===== src/include/conv_config.svh =====
`ifndef CONV_CONFIG_SVH
`define CONV_CONFIG_SVH

`define N_CORE      4
`define PIX_W       8
`define WGT_W       8
`define ACC_W       24
`define FEA_W       4   // Map edge up to 8
`define ADDR_W      6
`define CORE_IDX_W  2

`endif


===== src/conv_pkg.sv =====
package conv_pkg;

  // Layer phase from the external sequencer
  typedef enum logic [1:0] {
    CORE_WAIT    = 2'd0,
    CORE_NETWORK = 2'd1,
    CORE_INPUT   = 2'd2,
    CORE_OUTPUT  = 2'd3
  } core_state_t;

  typedef enum logic {
    S_WAIT   = 1'b0,
    S_ACTIVE = 1'b1
  } ctrl_state_t;

  // Four-phase handshake progress
  typedef enum logic [1:0] {
    X_IDLE    = 2'd0,
    X_REQ     = 2'd1,
    X_RELEASE = 2'd2
  } xfer_state_t;

endpackage


===== src/conv_out_collector.sv =====
`timescale 1ns/1ps
`include "conv_config.svh"

module conv_out_collector (
  input  logic                      clk,
  input  logic                      xrst,
  input  logic                      grp_valid,
  input  logic                      grp_last,
  input  logic [`N_CORE*`ACC_W-1:0] acc_all,
  output logic                      busy,
  output logic                      done,
  output logic                      out_req,
  input  logic                      out_ack,
  output logic [`ACC_W-1:0]         out_data,
  output logic [`CORE_IDX_W-1:0]    out_ch
);
  import conv_pkg::*;

  xfer_state_t               state;
  logic [`N_CORE*`ACC_W-1:0] grp_q;
  logic [`CORE_IDX_W-1:0]    idx;
  logic                      last_q;

  always_ff @(posedge clk) begin
    if (grp_valid && !busy) grp_q <= acc_all;
  end

  always_ff @(posedge clk) begin
    if (!xrst) begin
      state   <= X_IDLE;
      busy    <= 1'b0;
      done    <= 1'b0;
      out_req <= 1'b0;
      idx     <= '0;
      last_q  <= 1'b0;
    end else begin
      done <= 1'b0;
      if (!busy) begin
        if (grp_valid) begin
          busy   <= 1'b1;
          last_q <= grp_last;
          idx    <= '0;
          state  <= X_IDLE;
        end
      end else begin
        case (state)
          X_IDLE: if (!out_ack) begin  // Previous ack fully released
            out_req <= 1'b1;
            state   <= X_REQ;
          end
          X_REQ: if (out_ack) begin
            out_req <= 1'b0;
            state   <= X_RELEASE;
          end
          X_RELEASE: if (!out_ack) begin
            state <= X_IDLE;
            if (idx == `CORE_IDX_W'(`N_CORE-1)) begin
              busy <= 1'b0;
              done <= last_q;
            end else begin
              idx <= idx + 1'b1;
            end
          end
          default: state <= X_IDLE;
        endcase
      end
    end
  end

  // Data moves only while req and ack are both low
  always_ff @(posedge clk) begin
    if (busy && state == X_IDLE && !out_ack) begin
      out_data <= grp_q[idx*`ACC_W +: `ACC_W];
      out_ch   <= idx;
    end
  end

endmodule


===== config.mk =====
export PLATFORM = sky130hd
export DESIGN_NAME = conv_out_collector
export DESIGN_NICKNAME = d
export VERILOG_FILES = /design/src/conv_pkg.sv /design/src/conv_out_collector.sv
export VERILOG_INCLUDE_DIRS = /design/src /design/src/include
export SDC_FILE = /design/constraint.sdc
export NUM_CORES = 1
export LEC_CHECK = 0
export ABC_AREA = 1
export BUFFER_PORTS_ARGS = -buffer_cell sky130_fd_sc_hd__buf_2
export CAP_MARGIN = 10
export CORE_MARGIN = 2
export CORE_UTILIZATION = 52
export CTS_BUF_LIST = sky130_fd_sc_hd__clkbuf_16
export DETAILED_ROUTE_END_ITERATION = 16
export GPL_ROUTABILITY_DRIVEN = 0
export PLACE_DENSITY_LB_ADDON = 0.2
export SLEW_MARGIN = 20
export SYNTH_ARGS = -nofsm -noshare
export SYNTH_HDL_FRONTEND = slang
export SYNTH_SLANG_ARGS = --single-unit

===== constraint.sdc =====
create_clock -name clk -period 3.5 [get_ports clk]
set_clock_uncertainty 0.05 [all_clocks]
set_input_delay 0.35 -clock clk [delete_from_list [all_inputs] [get_ports clk]]
set_output_delay 0.35 -clock clk [all_outputs]
set_load 0.02 [all_outputs]

==> flow_summary.json <==
{
  "power_w": 0.003899,
  "min_path_cells": 1,
  "place_hpwl_um": 5900,
  "holdCritStartpoint": "acc_all[40]",
  "nets": 559,
  "leakage_nw": 2.394,
  "status": "finished, final reports clean",
  "seq_area_frac_synth": 0.8042,
  "maxSlewHeadroom": 0.3872,
  "synth_seq_cells": 130,
  "setup_viol": 0,
  "clock_sinks": 130,
  "via_per_inst": 5.255,
  "stdcell_count": 577,
  "grt_pass1_vias": 3038,
  "cts_resized": 0,
  "start_util": 0.5399,
  "wire_per_inst_um": 16.56,
  "hp-class": "in2reg",
  "nFillCells": 639,
  "period_needed_ps": 1689,
  "root_buffer": "clkbuf_16",
  "worstSetupStartpointType": "flip-flop",
  "drive_gt1_frac": 0.3753,
  "regToRegSetupSlack_ps": 1810,
  "drt_first_pass_iters": 4,
  "place_inst": 546,
  "final_cell_area_sq_um": 6108,
  "drv_slew": 0,
  "htree_levels": 4,
  "insertion_delay_ps": 410,
  "die_h_um": 99.62,
  "port_buffers": 129,
  "n_antenna_cell": 0,
  "postCtsSetupBuffers": 0,
  "p_per_area_nw_per_um2": 638.3,
  "drtAntennaViolNets": 0,
  "timing_worst_setup_path_type": "reg2reg",
  "fp.dieW_um": 99.62,
  "syn-instance-count": 320,
  "reg2reg_depth": 4,
  "fp.coreArea_sq_um": 8806,
  "worstPathArrival_ps": 1790,
  "cts_buffer_depth": 2,
  "fmax_ghz": 0.5922,
  "crit_path_max_fanout": 24,
  "io_pins": 130,
  "clk_pin_slew_worst_paths_ps": 60,
  "antenna_found_initial": 1,
  "grt_start_max_net_pins": 97,
  "synth_warnings": 0,
  "ir_worst_vdd_uv": 407.9,
  "vias": 3032,
  "end_kind": "flip-flop",
  "tightest_slew_ps": 917.9,
  "syn_area_sq_um": 4755,
  "grt-ovfl-total": 0,
  "required_ps": 3600,
  "placed_cell_area_sq_um": 5480,
  "r2r_start": "idx[1]",
  "synth_cell_types": 21,
  "cap_violations": 0,
  "yosysTopAreaCell": "edfxtp_1",
  "rsz0062_at_grt": "false",
  "holdBufCountCts": 0,
  "fin_crit_sh": 0.4824,
  "grt_util_all_layers": 0.2024,
  "area_delta_synth_final_pct": 28.47,
  "drcViolationCount": 0,
  "finalWirelength_um": 9557,
  "numCtsBuffers": 17,
  "drtIter0Drc": 174,
  "synth_top_area_share": 0.7705,
  "grt_pass1_wl_um": 14870,
  "hold_viol": 0,
  "rr_endpoint": "out_data[7]",
  "holdPathEnd": "grp_q[40]",
  "tns_ps": 0,
  "die_area_sq_um": 9924,
  "num_rows": 34,
  "synth_area_leaders": "edfxtp_1 (77%), o21ai_1 (4.8%), nor2_1 (4.3%)",
  "avgSynthCellArea_sq_um": 14.86,
  "tritoncts": "yes",
  "syn-num-nets": 422
}
==> registers in the layout, summed over array words and instances (netlist names) <==
register	cells
busy	1
done	1
grp_q	96
idx	2
last_q	1
out_ch	2
out_data	24
out_req	1
state	2
==> how the worst max path moves through the flow <==
stage / start / endpoint / slack [ps] / cells past startpoint
finish: idx[1] / out_data[7] / 1810 / 4
detailed placement: out_ack / out_data[9] / 1850 / 5
floorplan: busy / grp_q[0] / 420 / 4
global route: idx[1] / out_data[20] / 1720 / 4
CTS: idx[1] / out_data[7] / 1810 / 4
global placement: out_ack / out_data[10] / 1880 / 5
==> report_power, final <==
group | internal (W) | switching, W
sequential | 0.00181 | 0.0000274
clock | 0.00120 | 0.000665
combinational | 0.0000752 | 0.000122
==> metal layers <==
metal | vias up | share of wire | wire length [um] | global-route usage
li1 | 1470 | - | - | -
met1 | 1444 | 0.41 | 3903 | 0.2408
met3 | 14 | 0.057 | 547 | 0.06606
met5 | - | 0 | 0 | 0
met2 | 104 | 0.52 | 4956 | 0.3441
met4 | 0 | 0.016 | 149 | 0.07798
==> synthesized netlist by cell type <==
cell and instances:
inv_1 5, dfxtp_1 8, ha_1 1, nand3_2 1, nand3_1 6, nor2_1 55
buf_12 1, nor3_1 1, buf_2 10, o22ai_1 24, a21oi_1 6, nand2_1 15
buf_4 4, inv_2 5, o21ai_1 46, nand2_2 1, o21ai_0 4, edfxtp_1 122
nand4_1 2, nor2_4 1, nor2_2 2
==> cell usage in the layout (no fill, tap or decap), types with 2 or more instances in the layout <==
master     synthesis  layout
a21oi_1            6       6
buf_2             10     129
buf_4              4       3
bufinv_16          0       4
clkbuf_16          0      17
clkinv_2           0       2
clkinv_4           0       4
dfxtp_1            8       7
edfxtp_1         122     122
inv_1              5       4
inv_2              5       5
inv_6              0       4
nand2_1           15      15
nand3_1            6       6
nand4_1            2       2
nor2_1            55      55
nor2_2             2       2
o21ai_0            4       4
o21ai_1           46      46
o22ai_1           24      24
==> through the flow <==
stage	util	hold WS, ps	setup WS, ps
global route	0.6937	37.06	1721
finish	0.6937	55.29	1811
floorplan	-	373.3	423.4
CTS	0.6937	45.17	1812
detailed placement	0.6223	391.6	1854
global placement	0.6223	384.6	1878
==> cells by family after synthesis <==
logic type               Yosys count  synth area share
AND/OR/NAND/NOR                   84           0.07368
buffers and inverters             25           0.02895
adder cells (fa/ha/maj)            1          0.002631
AO/OA/AOI/OAI                     80           0.09053
flip-flops                       130            0.8042
==> layout make-up <==
type	instances	area, sq um	share of cell area
Sequential cell	130	3825	0.6262
Timing Repair Buffer	133	688.2	0.1127
Clock buffer	17	425.4	0.06964
Tap cell	108	135.1	0.02212
Clock inverter	14	202.7	0.03318
Multi-Input combinational cell	165	793.3	0.1299
Inverter	10	38.79	0.006350
==> critical path, cell delays in order (launching register included) <==
cell and delay (ps):
dfxtp_1 510, buf_4 330, inv_2 260, o21ai_1 180
o22ai_1 100
Power figures use the tool's default switching activity.
