`src/include/conv_config.svh`:
```
`ifndef CONV_CONFIG_SVH
`define CONV_CONFIG_SVH

`define N_CORE      4
`define PIX_W       8
`define WGT_W       8
`define ACC_W       24
`define FEA_W       4   // Map edge up to 8
`define ADDR_W      6
`define CORE_IDX_W  2

`endif

```
`src/conv_core.sv`:
```
`timescale 1ns/1ps
`include "conv_config.svh"

module conv_core #(
  parameter int CORE_ID = 0
) (
  input  logic               clk,
  input  logic               xrst,
  input  logic               wgt_we,
  input  logic [`WGT_W-1:0]  wgt_data,
  input  logic [`PIX_W-1:0]  pix_d,
  input  logic               feat_we,
  input  logic               feat_clr,
  input  logic [`ADDR_W-1:0] feat_raddr,
  input  logic [`ADDR_W-1:0] feat_waddr,
  output logic [`ACC_W-1:0]  acc_out
);

  logic signed [`WGT_W-1:0] wgt_q;
  logic signed [`ACC_W-1:0] pix_ext;
  logic signed [`ACC_W-1:0] wgt_ext;
  logic signed [`ACC_W-1:0] prod;
  logic signed [`ACC_W-1:0] rd_q;
  logic signed [`ACC_W-1:0] wr_val;
  logic        [`ACC_W-1:0] mem [0:(1<<`ADDR_W)-1];

  always_ff @(posedge clk) begin
    if (!xrst) begin
      wgt_q <= '0;
    end else if (wgt_we) begin
      wgt_q <= wgt_data;
    end
  end

  assign pix_ext = {{(`ACC_W-`PIX_W){1'b0}}, pix_d};            // Pixels are unsigned
  assign wgt_ext = {{(`ACC_W-`WGT_W){wgt_q[`WGT_W-1]}}, wgt_q};
  assign wr_val  = feat_clr ? prod : rd_q + prod;

  always_ff @(posedge clk) begin
    prod <= pix_ext * wgt_ext;
    if (feat_we) mem[feat_waddr] <= wr_val;
    // Forward a write that hits the address being read
    if (feat_we && feat_waddr == feat_raddr) begin
      rd_q <= wr_val;
    end else begin
      rd_q <= mem[feat_raddr];
    end
  end

  assign acc_out = rd_q;

endmodule

```
`config.mk`:
```
export PLATFORM = sky130hd
export DESIGN_NAME = conv_core
export DESIGN_NICKNAME = d
export VERILOG_FILES = /design/src/conv_core.sv
export VERILOG_INCLUDE_DIRS = /design/src /design/src/include
export SDC_FILE = /design/constraint.sdc
export NUM_CORES = 2
export LEC_CHECK = 0
export ABC_AREA = 1
export BUFFER_PORTS_ARGS = -buffer_cell sky130_fd_sc_hd__buf_2
export CORE_ASPECT_RATIO = 0.5
export CORE_MARGIN = 4
export CORE_UTILIZATION = 25
export DETAILED_ROUTE_END_ITERATION = 10
export GPL_TIMING_DRIVEN = 1
export PLACE_DENSITY = 0.48
export SETUP_SLACK_MARGIN = 0.2
export SYNTH_ARGS = -nofsm -noshare
export SYNTH_HDL_FRONTEND = slang
export SYNTH_SLANG_ARGS = --single-unit
export TNS_END_PERCENT = 100
```
`constraint.sdc`:
```
create_clock -name clk -period 12.9 [get_ports clk]
set_input_delay 0.645 -clock clk [delete_from_list [all_inputs] [get_ports clk]]
set_output_delay 0.645 -clock clk [all_outputs]
set_load 0.01 [all_outputs]
```
==> flow_metrics.py <==
metrics = {
    "place": {
        "postPlaceCellArea_mm2": 0.0693,
        "gp_congestion": 0.852,
        "dp_hpwl_mm": 109,
        "io_buffers": 56,
    },
    "yosys": {
        "synth_top_area_cell": "edfxtp_1",
        "async_flop_share_pct": 0,
        "synth.area.top_cells": "edfxtp_1, o21ai_0, nor2_1",
        "synth_edf_count": 1536,
        "synth_area_mm2": 0.0649,
        "synth-main-ff-cell": "edfxtp_1",
        "synth_nets": 5312,
        "synth.yosys.seq_area_share_pct": 72.0,
        "synth.distinct_cells": 35,
        "yosysWarningCount": 0,
        "ys_ff_latch": 1567,
        "synthCells": 5175,
        "synth_top_area_share_pct": 71.1,
        "syn_avg_cell_area_um2": 12.5,
    },
    "timing": {
        "relSlewSlack_pct": 12.9,
        "fmax_mhz": 145,
        "finalSetupViolations": 0,
        "rsz0062_at_grt": "false",
        "finalSetupTns_ps": 0,
        "finalClockSkew_ps": 77.3,
        "finalHoldViolCount": 0,
        "tightest_slew_ps": 1300,
        "drv_slew": 0,
        "period_needed_ps": 6880,
        "post-route-period-util_pct": 53.3,
    },
    "worst_setup_path": {
        "reg2regPathDepth": 19,
        "timing.rr.end": "mem[41][14]",
        "cp.arrival_ps": 7370,
        "start_kind": "flop",
        "rrSetupSlack_ps": 6020,
        "crit_chain": "buf_12 > buf_12 > buf_4 > o21ai_0 > o22ai_1 > o21ai_0 > o211ai_1 > nand3_1 > nand2_1 > ha_1 > inv_1 > o21ai_0 > a31oi_1 > nand3_1 > a21boi_0 > or2_2 > nand3_1 > nand2_2 > buf_4",
        "required_ps": 13390,
        "cp-end-kind": "flop",
        "timing_worst_setup_path_type": "reg -> reg",
        "critPathMaxFanout": 199,
        "cpMaxStageDelayCell": "buf_4",
        "max_stage_delay_ps": 820,
    },
    "clock_network": {
        "postCtsSetupRepairBufs": 0,
        "clock_path_buffers": 3,
        "cts_tree": "built",
        "clock_tree.root_cell": "clkbuf_16",
        "ctsHtreeMaxLevel": 4,
        "cts_resized": 0,
        "cts_num_sinks": 1567,
        "clk_latency_ps": 810,
        "clk_pin_slew_ps": 60,
        "cts_buffers": 156,
    },
    "power_and_ir_drop": {
        "static-leakage-power_nw": 24.0,
        "p_clk_share_pct": 36.3,
        "p_switching_w": 0.00337,
        "p_int_w": 0.00898,
        "ir_worst_vdd_uv": 175,
        "combPwrFrac_pct": 13.3,
        "p_sw_share_pct": 27.3,
        "seqPwrFrac_pct": 50.4,
        "p_per_area_mw_per_mm2": 166,
    },
    "final_layout": {
        "post-route-util_pct": 29.0,
        "area_growth_pct": 14.5,
        "design_area_mm2": 0.0743,
        "drive_above_1_share_pct": 9.36,
        "nets": 5299,
    },
    "route": {
        "dr_total_vias": 42500,
        "drc": 0,
        "viasPerCell": 4.86,
        "route.antenna.remaining_nets": 0,
        "routed_wl_mm": 208,
        "detail_route.wl_per_cell_um": 23.8,
        "first_pass_iters": 6,
        "drt_iter0_markers": 4718,
    },
    "die": {
        "die_y_um": 368,
        "num_rows": 131,
        "core_area_mm2": 0.257,
        "die_w_um": 728,
        "start_util_pct": 25.3,
        "ios": 57,
        "dieArea_mm2": 0.268,
    },
    "run": {
        "drv_cap": 0,
    },
    "grt": {
        "grtUsageTotal_pct": 15.1,
        "grt_pass1_vias": 40600,
        "grt_pass1_wl_mm": 299,
        "grt_max_degree": 200,
        "grt_overflow": 0,
        "antenna_found_initial": 10,
    },
    "hold_path": {
        "hp-class": "in -> reg",
        "hold-path-endpoint": "wgt_q[6]",
        "hold-path-cell-count": 3,
        "min_from": "wgt_data[6]",
    },
    "outcome": {
        "status": "completed",
    },
}
## Yosys cell counts (46+ instances only)
cell type,count
nand2_1,318
inv_1,144
o21ai_1,69
clkbuf_1,224
o211ai_1,53
buf_2,74
o221ai_1,46
edfxtp_1,1536
ha_1,66
o22ai_1,368
nor2_1,997
nand3_1,128
o21ai_0,884
## state kept, by name, summed over array words and instances, names as in the netlist, named ones only
name,cells
mem,1536
prod,17
wgt_q,8
## routing by layer
metal | wire length, um | track usage (%)
met4 | 5680 | 4.35
met3 | 13900 | 2.39
met1 | 92700 | 20.9
met2 | 96100 | 24.5
met5 | 0 | 0
## power groups by stage
stage          Clock [W]  Combinational (W)  Sequential, W
3_5_place_dp           0            0.00165        0.00633
2_1_floorplan          0           0.000880        0.00634
4_1_cts          0.00457            0.00165        0.00622
6_report         0.00448            0.00164        0.00622
3_3_place_gp           0            0.00164        0.00633
5_1_grt          0.00479            0.00179        0.00623
## worst max-delay path by stage
stage	from	depth (start not counted)	slack [ps]	endpoint
2_1_floorplan	flop	19	6810	mem[0][15]
3_3_place_gp	flop	21	6010	mem[63][23]
3_5_place_dp	flop	19	5910	mem[43][14]
4_1_cts	flop	19	5880	mem[23][14]
5_1_grt	flop	21	5270	mem[0][23]
6_report	flop	19	6020	mem[41][14]
## cell type report
class | count | area, um^2
well taps | 3458 | 4330
diodes | 5 | 12.5
flip-flops and latches | 1567 | 46800
fillers | 26200 | 182000
clock buffers | 190 | 4090
repair buffers | 184 | 1330
multi-input cells | 3103 | 16300
inverters | 150 | 588
clock inverters | 86 | 861
## logic make-up after synthesis
family / Yosys count / synth area share, %
and+or+nand+nor: 1494 / 9.08
DFF: 1567 / 72.0
adders and majority gates: 104 / 2.45
buffers and inverters: 505 / 3.44
xor gates and xnor gates: 17 / 0.229
AOI/OAI and AO/OA: 1488 / 12.8
## critical path, delay by kind of cell, from the launching register on
| family | cells | cell delay (ps) |
|---|---|---|
| and+or+nand+nor | 6 | 1160 |
| buffers and inverters | 5 | 2480 |
| DFF | 1 | 590 |
| adders and majority gates | 1 | 320 |
| AOI/OAI and AO/OA | 7 | 1670 |
## timing repair
action	4_1_cts	5_1_grt
setup endpoints to repair	0	0
endpoints found under the hold margin	6	0
hold buffers	6	0
## through the flow
| stage | worst slack [ps] | hold slack (ps) | instances | total power, W |
|---|---|---|---|---|
| floorplan | 6810 | 549 | 5175 | 0.00722 |
| global placement | 6010 | 633 | 8456 | 0.00797 |
| detailed placement | 5910 | 619 | 8456 | 0.00798 |
| CTS | 5880 | 25.0 | 8738 | 0.0124 |
| global route | 5270 | 43.6 | 8739 | 0.0128 |
| finish | 6020 | 89.7 | 8743 | 0.0124 |
## layout by cell type (no fill, tap or decap), drive strengths merged, types with 42 or more instances in the layout
| cell type | n |
|---|---|
| o21ai | 953 |
| o221ai | 46 |
| buf | 178 |
| nor2 | 997 |
| nand3 | 128 |
| a21oi | 42 |
| clkinv | 69 |
| o211ai | 53 |
| o22ai | 368 |
| inv | 151 |
| nand2 | 318 |
| edfxtp | 1536 |
| ha | 66 |
| clkbuf | 190 |
(Power assumes the default switching activity.)
