$ cat config.mk
export PLATFORM = sky130hd
export DESIGN_NAME = conv_ctrl
export DESIGN_NICKNAME = d
export VERILOG_FILES = /design/src/conv_pkg.sv /design/src/conv_ctrl.sv
export VERILOG_INCLUDE_DIRS = /design/src /design/src/include
export SDC_FILE = /design/constraint.sdc
export NUM_CORES = 1
export LEC_CHECK = 0
export BUFFER_PORTS_ARGS = -buffer_cell sky130_fd_sc_hd__buf_2
export CORE_ASPECT_RATIO = 0.75
export CORE_UTILIZATION = 45
export DETAILED_ROUTE_END_ITERATION = 8
export PLACE_DENSITY = 0.75
export RECOVER_POWER = 50
export SETUP_SLACK_MARGIN = 0.5
export SLEW_MARGIN = 20
export SYNTH_ARGS = -nofsm -noshare
export SYNTH_HDL_FRONTEND = slang
export SYNTH_SLANG_ARGS = --single-unit
$ cat constraint.sdc
create_clock -name clk -period 1.9 [get_ports clk]
set_input_delay 0.19 -clock clk [delete_from_list [all_inputs] [get_ports clk]]
set_output_delay 0.19 -clock clk [all_outputs]
set_load 0.05 [all_outputs]
$ cat src/include/conv_config.svh
`ifndef CONV_CONFIG_SVH
`define CONV_CONFIG_SVH

`define N_CORE      4
`define PIX_W       8
`define WGT_W       8
`define ACC_W       24
`define FEA_W       4   // Map edge up to 8
`define ADDR_W      6
`define CORE_IDX_W  2

`endif

$ cat src/conv_pkg.sv
package conv_pkg;

  // Layer phase from the external sequencer
  typedef enum logic [1:0] {
    CORE_WAIT    = 2'd0,
    CORE_NETWORK = 2'd1,
    CORE_INPUT   = 2'd2,
    CORE_OUTPUT  = 2'd3
  } core_state_t;

  typedef enum logic {
    S_WAIT   = 1'b0,
    S_ACTIVE = 1'b1
  } ctrl_state_t;

  // Four-phase handshake progress
  typedef enum logic [1:0] {
    X_IDLE    = 2'd0,
    X_REQ     = 2'd1,
    X_RELEASE = 2'd2
  } xfer_state_t;

endpackage

$ cat src/conv_ctrl.sv
`timescale 1ns/1ps
`include "conv_config.svh"

module conv_ctrl (
  input  logic                  clk,
  input  logic                  xrst,
  input  conv_pkg::core_state_t core_state,
  input  logic [`FEA_W-1:0]     fea_size,
  input  logic                  in_start,
  input  logic                  in_valid,
  input  logic                  first_input,
  input  logic                  last_input,
  input  logic [`PIX_W-1:0]     in_pixel,
  input  logic                  busy,
  output logic                  feat_we,
  output logic                  feat_clr,
  output logic [`ADDR_W-1:0]    feat_raddr,
  output logic [`ADDR_W-1:0]    feat_waddr,
  output logic [`PIX_W-1:0]     pix_d,
  output logic                  grp_valid,
  output logic                  grp_last
);
  import conv_pkg::*;

  ctrl_state_t        state;
  logic [`FEA_W-1:0]  fea_q;
  logic [`FEA_W-1:0]  fea_max;
  logic [`FEA_W-1:0]  pos_x;
  logic [`FEA_W-1:0]  pos_y;
  logic [`ADDR_W-1:0] pos_addr;
  logic               sums_ready;
  logic               at_last;
  logic               accept;
  logic               issue;
  logic               step;
  logic               we_d0;
  logic               clr_d0;
  logic               rd_d0;
  logic               last_d0;

  assign fea_max = fea_q - 1'b1;
  assign at_last = (pos_x == fea_max) && (pos_y == fea_max);
  assign accept  = (state == S_ACTIVE) && (core_state == CORE_INPUT) && in_valid;
  // One group in flight at a time
  assign issue   = (state == S_ACTIVE) && (core_state == CORE_OUTPUT) && sums_ready
                   && !busy && !rd_d0 && !grp_valid;
  assign step    = accept || issue;

  always_ff @(posedge clk) begin
    if (!xrst) begin
      state <= S_WAIT;
      fea_q <= '0;
    end else begin
      case (state)
        S_WAIT: if (in_start) begin
          state <= S_ACTIVE;
          fea_q <= fea_size;
        end
        S_ACTIVE: if (issue && at_last) state <= S_WAIT;  // Final group issued
      endcase
    end
  end

  // Raster position with the linear address following x and y
  always_ff @(posedge clk) begin
    if (!xrst) begin
      pos_x    <= '0;
      pos_y    <= '0;
      pos_addr <= '0;
    end else if (state == S_WAIT) begin
      pos_x    <= '0;
      pos_y    <= '0;
      pos_addr <= '0;
    end else if (step) begin
      if (pos_x == fea_max) begin
        pos_x <= '0;
        if (pos_y == fea_max) begin
          pos_y    <= '0;
          pos_addr <= '0;
        end else begin
          pos_y    <= pos_y + 1'b1;
          pos_addr <= pos_addr + 1'b1;
        end
      end else begin
        pos_x    <= pos_x + 1'b1;
        pos_addr <= pos_addr + 1'b1;
      end
    end
  end

  // Set once the last channel has been fully accumulated
  always_ff @(posedge clk) begin
    if (!xrst) begin
      sums_ready <= 1'b0;
    end else if (state == S_WAIT) begin
      sums_ready <= 1'b0;
    end else if (accept && at_last && last_input) begin
      sums_ready <= 1'b1;
    end else if (issue && at_last) begin
      sums_ready <= 1'b0;
    end
  end

  always_ff @(posedge clk) begin
    if (!xrst) begin
      we_d0      <= 1'b0;
      clr_d0     <= 1'b0;
      feat_we    <= 1'b0;
      feat_clr   <= 1'b0;
      rd_d0      <= 1'b0;
      last_d0    <= 1'b0;
      grp_valid  <= 1'b0;
      grp_last   <= 1'b0;
      feat_raddr <= '0;
      feat_waddr <= '0;
    end else begin
      we_d0     <= accept;                 // Read slot
      clr_d0    <= accept && first_input;
      feat_we   <= we_d0;                  // Write slot
      feat_clr  <= clr_d0;
      rd_d0     <= issue;
      last_d0   <= issue && at_last;
      grp_valid <= rd_d0;                  // Lines up with acc_out
      grp_last  <= last_d0;
      if (step) feat_raddr <= pos_addr;
      feat_waddr <= feat_raddr;
    end
  end

  always_ff @(posedge clk) begin
    pix_d <= in_pixel;
  end

endmodule

==> flow_summary.yaml <==
layout:
  stdcell_count: 332
  final_cell_area_um2: 2790
  syn2layout_area_growth_pct: 49.6
  fillCellCount: 250
  diodes: 0
  multi_input_area_um2: 1070
  seq_area_um2: 973
  nets: 304
  drive_gt1_share_pct: 38.9
timing:
  slew_viol_final: 0
  tightest_slew_ns: 0.649
  timing.hold.ws_ns: 0.116
  layout_min_cycle_time_ns: 1.92
  fin_ws_ns: -0.0203
  hold_viol_final: 0
  rsz0062_at_grt: "yes"
  relSlewSlack_pct: 56.9
  setup_violations: 1
  setup_tns_ns: -0.0203
  post-route-period-util_pct: 101
  fmax_mhz: 521
  skew_ns: 0.00919
min_path:
  hold_path_startpoint: "first_input"
  worstHoldPathCells: 2
  min_to: "clr_d0"
  min_path_type: "primary input to flop"
synth:
  synth_top_area_share_pct: 51.5
  synth_fp_nets: 225
  synth-edff-count: 0
  yosysSeqAreaShare_pct: 51.5
  synth_top_cell_by_area: "dfxtp_1"
  synth_top_family_by_area: "simple AND/OR/NAND/NOR gates"
  synth.cells.most_frequent: "48 x dfxtp_1, 26 x nand2_1, 16 x a21oi_1"
  synthArstFlopShare_pct: 0
  synth_cell_types: 40
  synth_ff_type: "dfxtp_1"
  synth_cells: 200
  synth-adder-area-share_pct: 2.68
  synthMuxAreaShare_pct: 1.07
  synth_area_um2: 1870
  avgSynthCellArea_um2: 9.33
  ys_warn_count: 0
  yosysMostFrequentCell: "dfxtp_1"
  synth_compound_area_share_pct: 11.1
  yosys-top-cells-area: "dfxtp_1 52%, nand2_1 5.2%, and2_1 4.7%"
  synth_simple_gate_area_share_pct: 24.8
  synth_xor_area_share_pct: 5.97
  ys_ff_latch: 48
worst_setup_path:
  start_kind: "flop"
  critPathKind: "flop to flop"
  cp.arrival_ns: 2.09
  reg2reg_depth: 8
  worstPathRequired_ns: 2.06
  path_max_fanout: 7
  r2r_setup_slack_ns: -0.02
  cp-end-kind: "flop"
  rr_startpoint: "fea_q[0]"
  timing.rr.end: "pos_addr[1]"
power_and_ir_drop:
  clock_power_share_pct: 34.6
  p_comb_share_pct: 10.6
  sequentialPowerShare_pct: 54.8
  netSwitchingFraction_pct: 25.7
  switchingPower_uw: 483
  power.internal_uw: 1400
  power_per_cell_area_nw_per_um2: 675
  leakage_uw: 0.00112
  vdd_drop_max_uv: 553
routing:
  drc: 0
  viasPerCell: 5.44
  final_antenna_net_count: 0
  totalWireLength_um: 5720
  routed-via-count: 1806
  first_pass_iters: 4
  dr.first_iter.drc_count: 160
  wire_per_inst_um: 17.2
global_routing:
  antenna_found_initial: 0
  grt_overflow_total: 0
  grt_pass1_vias: 1590
  grt_pass1_wl_um: 7440
  grt.total_usage_pct: 22.2
  grt_max_degree: 17
job:
  maxCapViolations: 0
die:
  io_pins: 45
  die_w_um: 76.3
  initial_utilization_pct: 49.0
  dieArea_um2: 4410
  core_um2: 3800
  die_h_um: 57.8
  row_count: 19
clock_network:
  cts_tree: "built"
  cts_made_buffers: 5
  cts.sinks: 48
  clkTransAtPathRegs_ns: 0.09
  clk_path_buf_depth: 2
  htreeDepth: 2
  clk_latency_ns: 0.32
  cts-root-buf: "clkbuf_8"
placement:
  dp_cells: 291
  placed_area_um2: 2200
  port-buffer-count: 44
  gp_congestion: 0.922
  dp_hpwl_um: 2780
run_status:
  status: "finished with violations"
  violations: "setup timing"
## flip-flops by register name (all words and copies together) (netlist names)
| signal | cells |
|---|---|
| feat_we | 1 |
| feat_waddr | 6 |
| pos_addr | 6 |
| grp_last | 1 |
| state | 1 |
| we_d0 | 1 |
| feat_clr | 1 |
| rd_d0 | 1 |
| last_d0 | 1 |
| grp_valid | 1 |
| sums_ready | 1 |
| pos_x | 4 |
| clr_d0 | 1 |
| pix_d | 8 |
| fea_q | 4 |
| feat_raddr | 6 |
| pos_y | 4 |
## power by group through the flow
stage,logic (uW),registers (uW),clock network (uW)
floorplan,77.0,1090,0
global placement,152,1050,0
detailed placement,153,1050,0
CTS,185,1030,658
global route,212,1030,692
finish,200,1030,652
## routing by layer
metal,vias up,wire length (um),track usage [%]
met5,-,0,0
met4,0,173,10.4
met3,21,487,4.88
met2,98,2730,35.3
met1,834,2330,29.2
li1,853,-,-
## area by class of cell
class,instances,share of cell area [%]
well taps,52,2.33
multi-input cells,139,38.3
flip-flops and latches,48,34.9
repair buffers,81,20.4
inverters,4,0.628
clock inverters,2,0.448
clock buffers,6,2.96
## worst max-delay path: stages, from the launching register on
cell      delay (ns)
dfxtp_4         0.39
inv_4           0.05
ha_4            0.16
xor2_2          0.15
xnor2_1         0.17
nand4_1         0.24
buf_4           0.25
o211ai_1        0.23
a21oi_1         0.14
## how the worst max path moves through the flow
stage	slack, ns	endpoint	startpoint
final	-0.02	pos_addr[1]	fea_q[0]
after global routing	-0.08	pos_addr[1]	fea_q[0]
after CTS	0.13	pos_y[3]	fea_q[0]
after detailed placement	0.05	pos_y[3]	fea_q[0]
after global placement	0.14	pos_y[3]	fea_q[0]
after floorplan	0.23	pos_x[3]	fea_q[0]
## timing repair
item	CTS	global route
hold buffers	8	0
resized for setup	17	34
endpoints found under the hold margin	8	0
cloned	1	1
setup endpoints to repair	23	23
setup buffers	15	8
pin swaps	11	22
## cells by family (layout without fill, tap and decap cells)
family,after synthesis,after routing
flip-flops,48,48
multiplexers,2,2
AND/OR/NAND/NOR,87,87
buffers and inverters,14,93
adder cells (fa/ha/maj),4,4
XOR/XNOR,11,11
AO/OA/AOI/OAI,34,35
## layout by cell type (no fill, tap or decap), types with 6 or more instances in the layout
cell type | synthesis | final
nand3_1 | 9 | 6
buf_4 | 0 | 16
nor2_1 | 10 | 9
a21oi_2 | 0 | 6
clkbuf_8 | 0 | 6
buf_6 | 0 | 11
a21oi_1 | 16 | 10
nand2_4 | 0 | 6
dfxtp_1 | 48 | 42
dlygate4sd3_1 | 0 | 8
clkbuf_1 | 9 | 16
nand2_1 | 26 | 19
buf_2 | 1 | 28
and2_1 | 14 | 11
## stage by stage
stage / setup slack [ns] / power (uW) / utilization [%]
after floorplan: 0.231 / 1160 / -
after global placement: 0.144 / 1200 / 57.9
after detailed placement: 0.0514 / 1210 / 57.9
after CTS: 0.128 / 1870 / 68.1
after global routing: -0.0808 / 1940 / 73.4
final: -0.0203 / 1880 / 73.4
Power figures use the tool's default switching activity.
