--- config.mk ---
export PLATFORM = sky130hd
export DESIGN_NAME = conv_weight_loader
export DESIGN_NICKNAME = d
export VERILOG_FILES = /design/src/conv_pkg.sv /design/src/conv_weight_loader.sv
export VERILOG_INCLUDE_DIRS = /design/src /design/src/include
export SDC_FILE = /design/constraint.sdc
export NUM_CORES = 1
export LEC_CHECK = 0
export ABC_CLOCK_PERIOD_IN_PS = 3040
export BUFFER_PORTS_ARGS = -buffer_cell sky130_fd_sc_hd__buf_4
export CORE_UTILIZATION = 25
export CTS_CLUSTER_SIZE = 40
export DETAILED_ROUTE_END_ITERATION = 16
export PLACE_DENSITY = 0.51
export SLEW_MARGIN = 20
export SYNTH_ARGS = -nofsm -noshare
export SYNTH_HDL_FRONTEND = slang
export SYNTH_SLANG_ARGS = --single-unit
export TNS_END_PERCENT = 20
--- constraint.sdc ---
create_clock -name clk -period 3.04 [get_ports clk]
set_input_delay 0.304 -clock clk [delete_from_list [all_inputs] [get_ports clk]]
set_output_delay 0.304 -clock clk [all_outputs]
set_load 0.005 [all_outputs]
--- src/include/conv_config.svh ---
`ifndef CONV_CONFIG_SVH
`define CONV_CONFIG_SVH

`define N_CORE      4
`define PIX_W       8
`define WGT_W       8
`define ACC_W       24
`define FEA_W       4   // Map edge up to 8
`define ADDR_W      6
`define CORE_IDX_W  2

`endif

--- src/conv_pkg.sv ---
package conv_pkg;

  // Layer phase from the external sequencer
  typedef enum logic [1:0] {
    CORE_WAIT    = 2'd0,
    CORE_NETWORK = 2'd1,
    CORE_INPUT   = 2'd2,
    CORE_OUTPUT  = 2'd3
  } core_state_t;

  typedef enum logic {
    S_WAIT   = 1'b0,
    S_ACTIVE = 1'b1
  } ctrl_state_t;

  // Four-phase handshake progress
  typedef enum logic [1:0] {
    X_IDLE    = 2'd0,
    X_REQ     = 2'd1,
    X_RELEASE = 2'd2
  } xfer_state_t;

endpackage

--- src/conv_weight_loader.sv ---
`timescale 1ns/1ps
`include "conv_config.svh"

module conv_weight_loader (
  input  logic                  clk,
  input  logic                  xrst,
  input  conv_pkg::core_state_t core_state,
  input  logic                  w_req,
  input  logic [`WGT_W-1:0]     w_data,
  output logic                  w_ack,
  output logic [`N_CORE-1:0]    wgt_we,
  output logic [`WGT_W-1:0]     wgt_data
);
  import conv_pkg::*;

  xfer_state_t            state;
  logic [`CORE_IDX_W-1:0] idx;

  always_ff @(posedge clk) begin
    if (!xrst) begin
      state  <= X_IDLE;
      idx    <= '0;
      w_ack  <= 1'b0;
      wgt_we <= '0;
    end else begin
      wgt_we <= '0;
      case (state)
        X_IDLE: if (w_req && core_state == CORE_NETWORK) begin
          w_ack  <= 1'b1;
          wgt_we <= `N_CORE'(1) << idx;  // One-hot core select
          idx    <= (idx == `CORE_IDX_W'(`N_CORE-1)) ? '0 : idx + 1'b1;
          state  <= X_REQ;
        end
        X_REQ: if (!w_req) begin
          w_ack <= 1'b0;
          state <= X_RELEASE;
        end
        X_RELEASE: state <= X_IDLE;
        default:   state <= X_IDLE;
      endcase
      if (core_state != CORE_NETWORK) idx <= '0;
    end
  end

  always_ff @(posedge clk) begin
    if (state == X_IDLE && w_req) wgt_data <= w_data;
  end

endmodule

==> results of run 1 <==
## cell usage in the layout, fill, tap and decap left out
cell	count
nand2_1	1
nor4bb_1	1
nand4b_1	2
clkbuf_1	1
a21oi_1	1
nand4bb_1	1
o22ai_1	1
inv_1	4
nand3b_1	1
nor3b_1	2
nor4_1	5
nand2b_1	1
buf_4	26
edfxtp_1	8
or4b_1	1
mux2i_1	1
a2111oi_2	1
dfxtp_1	9
ha_1	1
clkbuf_4	3
## final timing paths
| path | start | endpoint | slack (ns) | cells after the start |
|---|---|---|---|---|
| max reg2reg | idx[0]$_SDFFE_PP0P_ | idx[0]$_SDFFE_PP0P_ | 1.56 | 3 |
| max | idx[0]$_SDFFE_PP0P_ | idx[0]$_SDFFE_PP0P_ | 1.56 | 3 |
| min reg2reg | w_ack$_SDFFE_PN0P_ | w_ack$_SDFFE_PN0P_ | 0.49 | 2 |
| min | w_data[4] | wgt_data[4]$_DFFE_PP_ | 0.20 | 1 |
## power groups by stage
stage                     Sequential, uW  Combinational [uW]  Clock [uW]
final                                253                40.3         114
after global routing                 254                44.8         132
after CTS                            253                41.3         121
after detailed placement             258                41.2           0
after global placement               258                41.1           0
after floorplan                      259                11.3           0
## state kept, by name, summed over array words and instances (netlist names)
name	count
wgt_data	8
w_ack	1
wgt_we	4
state	2
idx	2
## final cells by class
| class | instances | area share (%) |
|---|---|---|
| Multi-Input combinational cell | 20 | 18.9 |
| Tap cell | 28 | 4.11 |
| Timing Repair Buffer | 26 | 22.9 |
| Sequential cell | 17 | 49.3 |
| Clock buffer | 4 | 3.08 |
| Inverter | 4 | 1.76 |
## cells by family (layout without fill, tap and decap cells)
group	count (synthesis)	after routing
flops	17	17
fa+ha+maj	1	1
simple gates	15	15
mux	1	1
compound gates	3	3
buf+inv	4	34
## per-stage QoR
stage | util [%] | hold slack, ns
after floorplan | - | 0.381
after detailed placement | 37.0 | 0.468
after global routing | 38.2 | 0.170
final | 38.2 | 0.198
after CTS | 38.2 | 0.188
after global placement | 37.0 | 0.463
## per-layer routing
| layer | GRT usage [%] | vias to the layer above |
|---|---|---|
| met5 | 0 | - |
| li1 | - | 221 |
| met4 | 5.56 | 0 |
| met1 | 11.0 | 190 |
| met3 | 3.87 | 0 |
| met2 | 14.9 | 24 |
## worst register-to-register path: cells and delay by family (launching register included)
kind | cells | cell delay [ns]
AO/OA/AOI/OAI | 1 | 0.36
adder cells (fa/ha/maj) | 1 | 0.20
flip-flops | 1 | 0.35
AND/OR/NAND/NOR | 1 | 0.48
==> results.sh, run 1 <==
export IMPL_die_h_um=50.9
export IMPL_ys_seq_elements=17
export IMPL_finalMaxSlewViolations=0
export IMPL_grt_pass1_vias=410
export IMPL_syn_to_final_growth_pct=43.0
export IMPL_synth_avg_cell_area_um2=14.6
export IMPL_skew_ns=0.00495
export IMPL_yosysTopAreaCellShare_pct=40.3
export IMPL_cp_cell_sequence="ha_1 -> or4b_1 -> a2111oi_2"
export IMPL_ant_nets=0
export IMPL_synth_area_leader_cell="edfxtp_1"
export IMPL_tightest_slew_ns=0.342
export IMPL_maxCapViolCount=0
export IMPL_ys_top_cells_by_area="edfxtp_1 40%, dfxtp_1 30%, nor4_1 5.2%"
export IMPL_synth_seq_area_share_pct=70.4
export IMPL_critPathMaxStageDelay_ns=0.48
export IMPL_holdBufCountCts=0
export IMPL_synth_nets=55
export IMPL_multiInputGateArea_um2=161
export IMPL_cts_clk_slew_worst_paths_ns=0.09
export IMPL_cts_resized=0
export IMPL_grt_pass1_wl_um=1750
export IMPL_synth_compound_area_share_pct=4.40
export IMPL_slew_limit_headroom_pct=76.9
export IMPL_grt_use_total_pct=9.56
export IMPL_cp_max_fo=5
export IMPL_worstSetupStartpointType="flop"
export IMPL_routed_wl_um=1060
export IMPL_fp_dieW_um=50.9
export IMPL_place_inst=95
export IMPL_required_ns=3.22
export IMPL_postCtsSetupBuffers=0
export IMPL_htreeDepth=1
export IMPL_worst_slack_ns=1.56
export IMPL_swShare_pct=20.3
export IMPL_yosys_warnings=0
export IMPL_synth_edf_count=8
export IMPL_synthTopCellsByCount="9 x dfxtp_1, 8 x edfxtp_1, 5 x nor4_1, 4 x inv_1"
export IMPL_root_buffer="clkbuf_4"
export IMPL_synth_most_common_cell="dfxtp_1"
export IMPL_synth_fa_ha_area_share_pct=2.10
export IMPL_power_density_mw_per_mm2=477
export IMPL_clockBufferDepth=2
export IMPL_setup_viol_count_final=0
export IMPL_post_route_min_period_ns=1.48
export IMPL_synthDistinctLibCells=17
export IMPL_dieArea_mm2=0.00259
export IMPL_clk_latency_ns=0.28
export IMPL_core_mm2=0.00223
export IMPL_hp_class="input port to flop"
export IMPL_syn_cell_area_um2=597
export IMPL_fillers=230
export IMPL_status="completed"
export IMPL_diodes=0
export IMPL_cellLeakagePower_uw=0.000344
export IMPL_yosys_area_share_simple_pct=18.9
export IMPL_layout_drive_gt1_share_pct=42.3
export IMPL_synth_top_family_by_area="simple AND/OR/NAND/NOR gates"
export IMPL_p_sw_uw=82.6
export IMPL_wl_met1_um=550
export IMPL_synth_ff_type="dfxtp_1"
export IMPL_p_total_uw=407
export IMPL_fin_crit_sh_pct=48.7
export IMPL_hold_viol=0
export IMPL_worstSetupPathType="flop to flop"
export IMPL_synth_xor_area_share_pct=0
export IMPL_io_pins=26
export IMPL_row_count=17
export IMPL_pwr_share_comb_pct=9.9
export IMPL_drt_iter0_drc=6
export IMPL_power_internal_uw=324
export IMPL_start_util_pct=26.7
export IMPL_pre_cts_ws_ns=1.57
export IMPL_tns_ns=0
export IMPL_end_kind="flop"
export IMPL_cts_tree="built"
export IMPL_path_delay_family="simple AND/OR/NAND/NOR gates"
export IMPL_gp_routability_congestion=0.671
export IMPL_antenna_found_initial=0
export IMPL_synthCells=41
export IMPL_rsz0062_at_grt="no"
export IMPL_fin_cells=99
export IMPL_port_buffer_count=25
export IMPL_stdcell_area_um2=853
export IMPL_power_frac_seq_pct=62.1
export IMPL_slowest_stage="or4b_1"
export IMPL_layout_nets=86
export IMPL_placed_area_um2=827
export IMPL_regArea_um2=420
export IMPL_crit_buf_inv=0
export IMPL_timing_fmax_mhz=675
export IMPL_wl_per_cell_um=10.7
export IMPL_via_per_inst=4.39
export IMPL_num_vias=435
export IMPL_top_layer="met3"
export IMPL_cts_made_buffers=3
export IMPL_grt_max_degree=10
export IMPL_synth_area_mux_share_pct=1.68
export IMPL_cts_sinks=17
export IMPL_routed_wl_met3_um=87
export IMPL_ir_drop_uv=169
export IMPL_hpwl_um=828
export IMPL_drt_pass1_iterations=4
export IMPL_grt_ovfl_total=0
export IMPL_clkPwrFrac_pct=28.0
export IMPL_worstPathArrival_ns=1.66
export IMPL_async_flop_share_pct=0
export IMPL_route_met2_wl_um=421
export IMPL_post_route_drc_count=0
Power figures use the tool's default switching activity.
==> run 2, diff against run 1 <==
ABC_AREA = 1   (was not set)
ABC_CLOCK_PERIOD_IN_PS = 1500   (was 3040)
PLACE_DENSITY = 0.5   (was 0.51)
clock period = 1.5 ns   (was 3.04 ns; I/O delays follow)
==> results.sh, run 2 <==
export IMPL_hpwl_um=812
export IMPL_async_flop_share_pct=0
export IMPL_synth_area_mux_share_pct=0
export IMPL_synth_xor_area_share_pct=0
export IMPL_slew_limit_headroom_pct=82.3
export IMPL_synth_ff_type="dfxtp_1"
export IMPL_routed_wl_met3_um=97
export IMPL_synth_most_common_cell="nor2_1"
export IMPL_synthDistinctLibCells=13
export IMPL_cp_max_fo=8
export IMPL_synth_area_leader_cell="edfxtp_1"
export IMPL_multiInputGateArea_um2=154
export IMPL_fin_crit_sh_pct=72.6
export IMPL_cts_clk_slew_worst_paths_ns=0.08
export IMPL_ant_nets=0
export IMPL_place_inst=110
export IMPL_hold_depth=1
export IMPL_row_count=17
export IMPL_power_density_mw_per_mm2=948
export IMPL_synth_seq_area_share_pct=68.7
export IMPL_reg2reg_depth=3
export IMPL_fillers=237
export IMPL_yosysTopAreaCellShare_pct=39.3
export IMPL_hold_viol=0
export IMPL_start_util_pct=27.1
export IMPL_clockBufferDepth=2
export IMPL_synth_compound_area_share_pct=0
export IMPL_synth_top_family_by_area="simple AND/OR/NAND/NOR gates"
export IMPL_wl_met1_um=463
export IMPL_cts_resized=0
export IMPL_synth_fa_ha_area_share_pct=2.04
export IMPL_ir_drop_uv=358
export IMPL_ys_top_cells_by_area="edfxtp_1 39%, dfxtp_1 29%, nor2_1 8.0%"
export IMPL_via_per_inst=3.83
export IMPL_cts_made_buffers=3
export IMPL_worstPathArrival_ns=1.05
export IMPL_final_cell_mix="25 x buf_4, 13 x nor2_1, 10 x inv_1"
export IMPL_maxCapViolCount=0
export IMPL_largest_register_ffs=8
export IMPL_synth_avg_cell_area_um2=10.7
export IMPL_required_ns=1.46
export IMPL_dieArea_mm2=0.00265
export IMPL_layout_drive_gt1_share_pct=39.5
export IMPL_tightest_slew_ns=0.265
export IMPL_post_route_min_period_ns=1.09
export IMPL_grt_max_degree=10
export IMPL_antenna_found_initial=0
export IMPL_port_buffer_count=25
export IMPL_finalMaxSlewViolations=0
export IMPL_layout_commonest_cell="buf_4"
export IMPL_ys_seq_elements=17
export IMPL_grt_ovfl_total=0
export IMPL_synth_edf_count=8
export IMPL_grt_use_total_pct=8.61
export IMPL_grt_pass1_wl_um=1590
export IMPL_holdBufCountCts=0
export IMPL_clk_latency_ns=0.28
export IMPL_worstSetupStartpointType="flop"
export IMPL_regMostFlops="wgt_data"
export IMPL_hp_class="input port to flop"
export IMPL_fin_cells=114
export IMPL_num_vias=437
export IMPL_route_met2_wl_um=397
export IMPL_wl_per_cell_um=8.41
export IMPL_skew_ns=0.00308
export IMPL_syn_to_final_growth_pct=40.7
export IMPL_gp_routability_congestion=0.695
export IMPL_io_pins=26
export IMPL_synth_nets=71
export IMPL_worstSetupPathType="flop to flop"
export IMPL_rsz0062_at_grt="no"
export IMPL_regArea_um2=420
export IMPL_fp_dieW_um=51.5
export IMPL_drt_iter0_drc=4
export IMPL_synthTopCellsByCount="13 x nor2_1, 10 x inv_1, 9 x dfxtp_1, 8 x edfxtp_1, 5 x nand2_1"
export IMPL_routed_wl_um=959
export IMPL_cellLeakagePower_uw=0.000400
export IMPL_syn_cell_area_um2=612
export IMPL_layout_nets=101
export IMPL_postCtsSetupBuffers=0
export IMPL_yosys_warnings=0
export IMPL_p_total_uw=816
export IMPL_root_buffer="clkbuf_4"
export IMPL_cts_sinks=17
export IMPL_reg_top3="wgt_data: 8 flops, wgt_we: 4 flops"
export IMPL_cts_tree="built"
export IMPL_synthCells=57
export IMPL_status="completed"
export IMPL_drt_pass1_iterations=2
export IMPL_setup_viol_count_final=0
export IMPL_yosys_area_share_simple_pct=23.1
export IMPL_top_layer="met3"
export IMPL_pre_cts_ws_ns=0.406
export IMPL_post_route_drc_count=0
export IMPL_timing_fmax_mhz=919
export IMPL_tns_ns=0
export IMPL_end_kind="flop"
export IMPL_worst_slack_ns=0.412
export IMPL_die_h_um=51.5
export IMPL_grt_pass1_vias=397
export IMPL_core_mm2=0.00225
export IMPL_diodes=0
export IMPL_htreeDepth=1
[run 2: per-layer routing]
metal	up-vias	GRT usage [%]
met3	0	2.98
met5	-	0
met4	0	6.76
met1	180	10.6
met2	22	12.1
li1	235	-
[run 2: final cells by class]
class | count | area share, %
tap | 28 | 4.07
inverter | 10 | 4.36
timing repair buffer | 25 | 21.8
multi-input combinational | 30 | 17.9
sequential | 17 | 48.8
clock buffer | 4 | 3.05
[run 2: kinds of logic after synthesis]
kind of cell,Yosys count
buf+inv,10
simple gates,29
fa+ha+maj,1
flops,17
[run 2: worst paths after layout]
| check | start | to | slack [ns] |
|---|---|---|---|
| max reg2reg | state[1]$_SDFFE_PN0P_ | wgt_data[1]$_DFFE_PP_ | 0.41 |
| max | state[1]$_SDFFE_PN0P_ | wgt_data[1]$_DFFE_PP_ | 0.41 |
| min | w_data[5] | wgt_data[5]$_DFFE_PP_ | 0.05 |
| min reg2reg | w_ack$_SDFFE_PN0P_ | w_ack$_SDFFE_PN0P_ | 0.47 |
[run 2: power breakdown]
group,internal (uW),switching [uW],total [uW]
combinational,45.6,33.4,79.0
sequential,506,6.51,513
clock,103,122,225
[run 2: stage by stage]
step                util, %  instance area [um^2]  hold slack, ns
finish                 38.2                   861          0.0471
global route           38.2                   861          0.0191
detailed placement     37.0                   835           0.330
global placement       37.0                   835           0.330
floorplan                 -                   612           0.249
CTS                    38.2                   861          0.0326
[run 2: critical path, cell delays in order (launching register included)]
cell     delay [ns]
dfxtp_1        0.33
nor2_2         0.14
nand2_2        0.08
inv_1          0.22
==> run 3, diff against run 2 <==
ABC_AREA = 0   (was 1)
ABC_CLOCK_PERIOD_IN_PS = 1000   (was 1500)
PLACE_DENSITY = 0.52   (was 0.5)
clock period = 1 ns   (was 1.5 ns; I/O delays follow)
==> results.sh, run 3 (same netlist as run 1, synthesis figures left out) <==
export IMPL_cp_cell_sequence="ha_1 -> or4b_1 -> a2111oi_2"
export IMPL_grt_use_total_pct=10.7
export IMPL_path_delay_family="simple AND/OR/NAND/NOR gates"
export IMPL_grt_max_degree=10
export IMPL_layout_commonest_cell="buf_4"
export IMPL_dieArea_mm2=0.00259
export IMPL_required_ns=1.18
export IMPL_clockBufferDepth=2
export IMPL_num_vias=508
export IMPL_crit_buf_inv=0
export IMPL_status="complete, but fails checks"
export IMPL_regArea_um2=423
export IMPL_hp_class="input port to flop"
export IMPL_multiInputGateArea_um2=201
export IMPL_cts_sinks=17
export IMPL_layout_drive_gt1_share_pct=51.1
export IMPL_timing_fmax_mhz=729
export IMPL_end_kind="flop"
export IMPL_violations="negative setup slack"
export IMPL_final_cell_mix="32 x buf_4, 8 x dlygate4sd3_1, 8 x edfxtp_1"
export IMPL_htreeDepth=1
export IMPL_fp_dieW_um=50.9
export IMPL_largest_register_ffs=8
export IMPL_core_mm2=0.00223
export IMPL_hold_viol=0
export IMPL_hp_start="core_state[1]"
export IMPL_wl_per_cell_um=11.0
export IMPL_gp_routability_congestion=0.731
export IMPL_port_buffer_count=25
export IMPL_p_total_uw=1310
export IMPL_worstSetupStartpointType="flop"
export IMPL_r2r_slack_ns=-0.37
export IMPL_rsz0062_at_grt="yes"
export IMPL_routed_wl_um=1280
export IMPL_start_util_pct=26.7
export IMPL_skew_ns=0.00620
export IMPL_cts_tree="built"
export IMPL_layout_nets=103
export IMPL_clk_latency_ns=0.28
export IMPL_die_h_um=50.9
export IMPL_maxCapViolCount=0
export IMPL_tns_ns=-1.94
export IMPL_ir_drop_uv=531
export IMPL_reg2reg_from="idx[0]$_SDFFE_PP0P_"
export IMPL_tightest_slew_ns=0.332
export IMPL_syn_to_final_growth_pct=78.2
export IMPL_post_route_min_period_ns=1.37
export IMPL_worstSetupPathType="flop to flop"
export IMPL_drt_iter0_drc=3
export IMPL_slew_limit_headroom_pct=77.9
export IMPL_cts_made_buffers=3
export IMPL_cp_max_fo=2
export IMPL_slowest_stage="or4b_1"
export IMPL_root_buffer="clkbuf_4"
export IMPL_reg2reg_depth=3
export IMPL_worst_slack_ns=-0.372
export IMPL_via_per_inst=4.38
export IMPL_io_pins=26
export IMPL_row_count=17
export IMPL_regMostFlops="wgt_data"
export IMPL_cts_clk_slew_worst_paths_ns=0.09
export IMPL_grt_ovfl_total=0
export IMPL_grt_pass1_wl_um=1960
export IMPL_post_route_drc_count=0
export IMPL_fillers=208
export IMPL_power_density_mw_per_mm2=1230
export IMPL_fin_crit_sh_pct=137
export IMPL_r2r_end="idx[0]$_SDFFE_PP0P_"
export IMPL_critPathMaxStageDelay_ns=0.48
export IMPL_ant_nets=0
export IMPL_antenna_found_initial=0
export IMPL_hold_end="idx[1]$_SDFFE_PP0P_"
export IMPL_reg_top3="wgt_data: 8 flops, wgt_we: 4 flops"
export IMPL_path_depth=3
export IMPL_cellLeakagePower_uw=0.000439
export IMPL_worstPathArrival_ns=1.55
export IMPL_drt_pass1_iterations=4
export IMPL_hold_depth=3
export IMPL_grt_pass1_vias=460
export IMPL_finalMaxSlewViolations=0
export IMPL_setup_viol_count_final=15
export IMPL_fin_cells=116
export IMPL_hpwl_um=909
export IMPL_diodes=0
export IMPL_place_inst=102
## run 3: changes by cell type in the layout (fill, tap and decap cells not counted), moves of 3 or more
cell / delta
dlygate4sd3_1: +8
nand3_1: -3
nand2_2: -3
nor2_1: -13
buf_4: +7
nand2_1: -4
inv_1: -6
nor4_1: +4
## run 3: cell type report
type,instances,share of cell area [%]
multi-input combinational,20,18.9
inverter,4,1.41
tap,28,3.29
clock buffer,4,2.47
timing repair buffer,43,34.1
sequential,17,39.8
## run 3: per-layer routing
metal / global-route usage (%) / vias to the layer above / part of all wire, %
met3: 3.87 / 2 / 8.3
li1: - / 254 / -
met2: 16.7 / 25 / 46
met5: 0 / - / 0
met1: 12.7 / 227 / 45
met4: 6.02 / 0 / 1.1
## run 3: timing repair
| action | CTS | global route |
|---|---|---|
| hold buffers | 8 | 0 |
| setup endpoints to repair | 15 | 15 |
| setup buffers | 1 | 1 |
| pin swaps | 1 | 0 |
| resized for setup | 4 | 2 |
| hold endpoints to repair | 8 | 0 |
## run 3: worst max-delay path by stage
stage | start | endpoint | slack (ns)
2_1_floorplan | idx[0]$_SDFFE_PP0P_ | idx[0]$_SDFFE_PP0P_ | -0.35
3_3_place_gp | idx[0]$_SDFFE_PP0P_ | idx[0]$_SDFFE_PP0P_ | -0.34
3_5_place_dp | idx[0]$_SDFFE_PP0P_ | idx[0]$_SDFFE_PP0P_ | -0.36
4_1_cts | idx[0]$_SDFFE_PP0P_ | idx[0]$_SDFFE_PP0P_ | -0.38
5_1_grt | idx[0]$_SDFFE_PP0P_ | idx[0]$_SDFFE_PP0P_ | -0.46
6_report | idx[0]$_SDFFE_PP0P_ | idx[0]$_SDFFE_PP0P_ | -0.37
## run 3: through the flow
step           hold WS [ns]  instance area [um^2]  worst slack (ns)  utilization (%)
2_1_floorplan         0.170                   611            -0.353                -
5_1_grt              0.0989                  1060            -0.459             47.6
3_3_place_gp          0.278                   906            -0.339             40.6
4_1_cts              0.0887                  1040            -0.378             46.7
6_report             0.0940                  1060            -0.372             47.6
3_5_place_dp          0.280                   906            -0.360             40.6
## run 3: worst min-delay path, cell delays in order
cell,delay [ns]
buf_4,0.08
nand4b_1,0.09
mux2i_1,0.06
## run 3: power by group
part | internal (uW) | leakage, uW | total [uW] | switching, uW
clock | 155 | 0.0000150 | 349 | 194
combinational | 124 | 0.000272 | 192 | 68.5
sequential | 759 | 0.000152 | 767 | 8.54
total | 1040 | 0.000439 | 1310 | 271
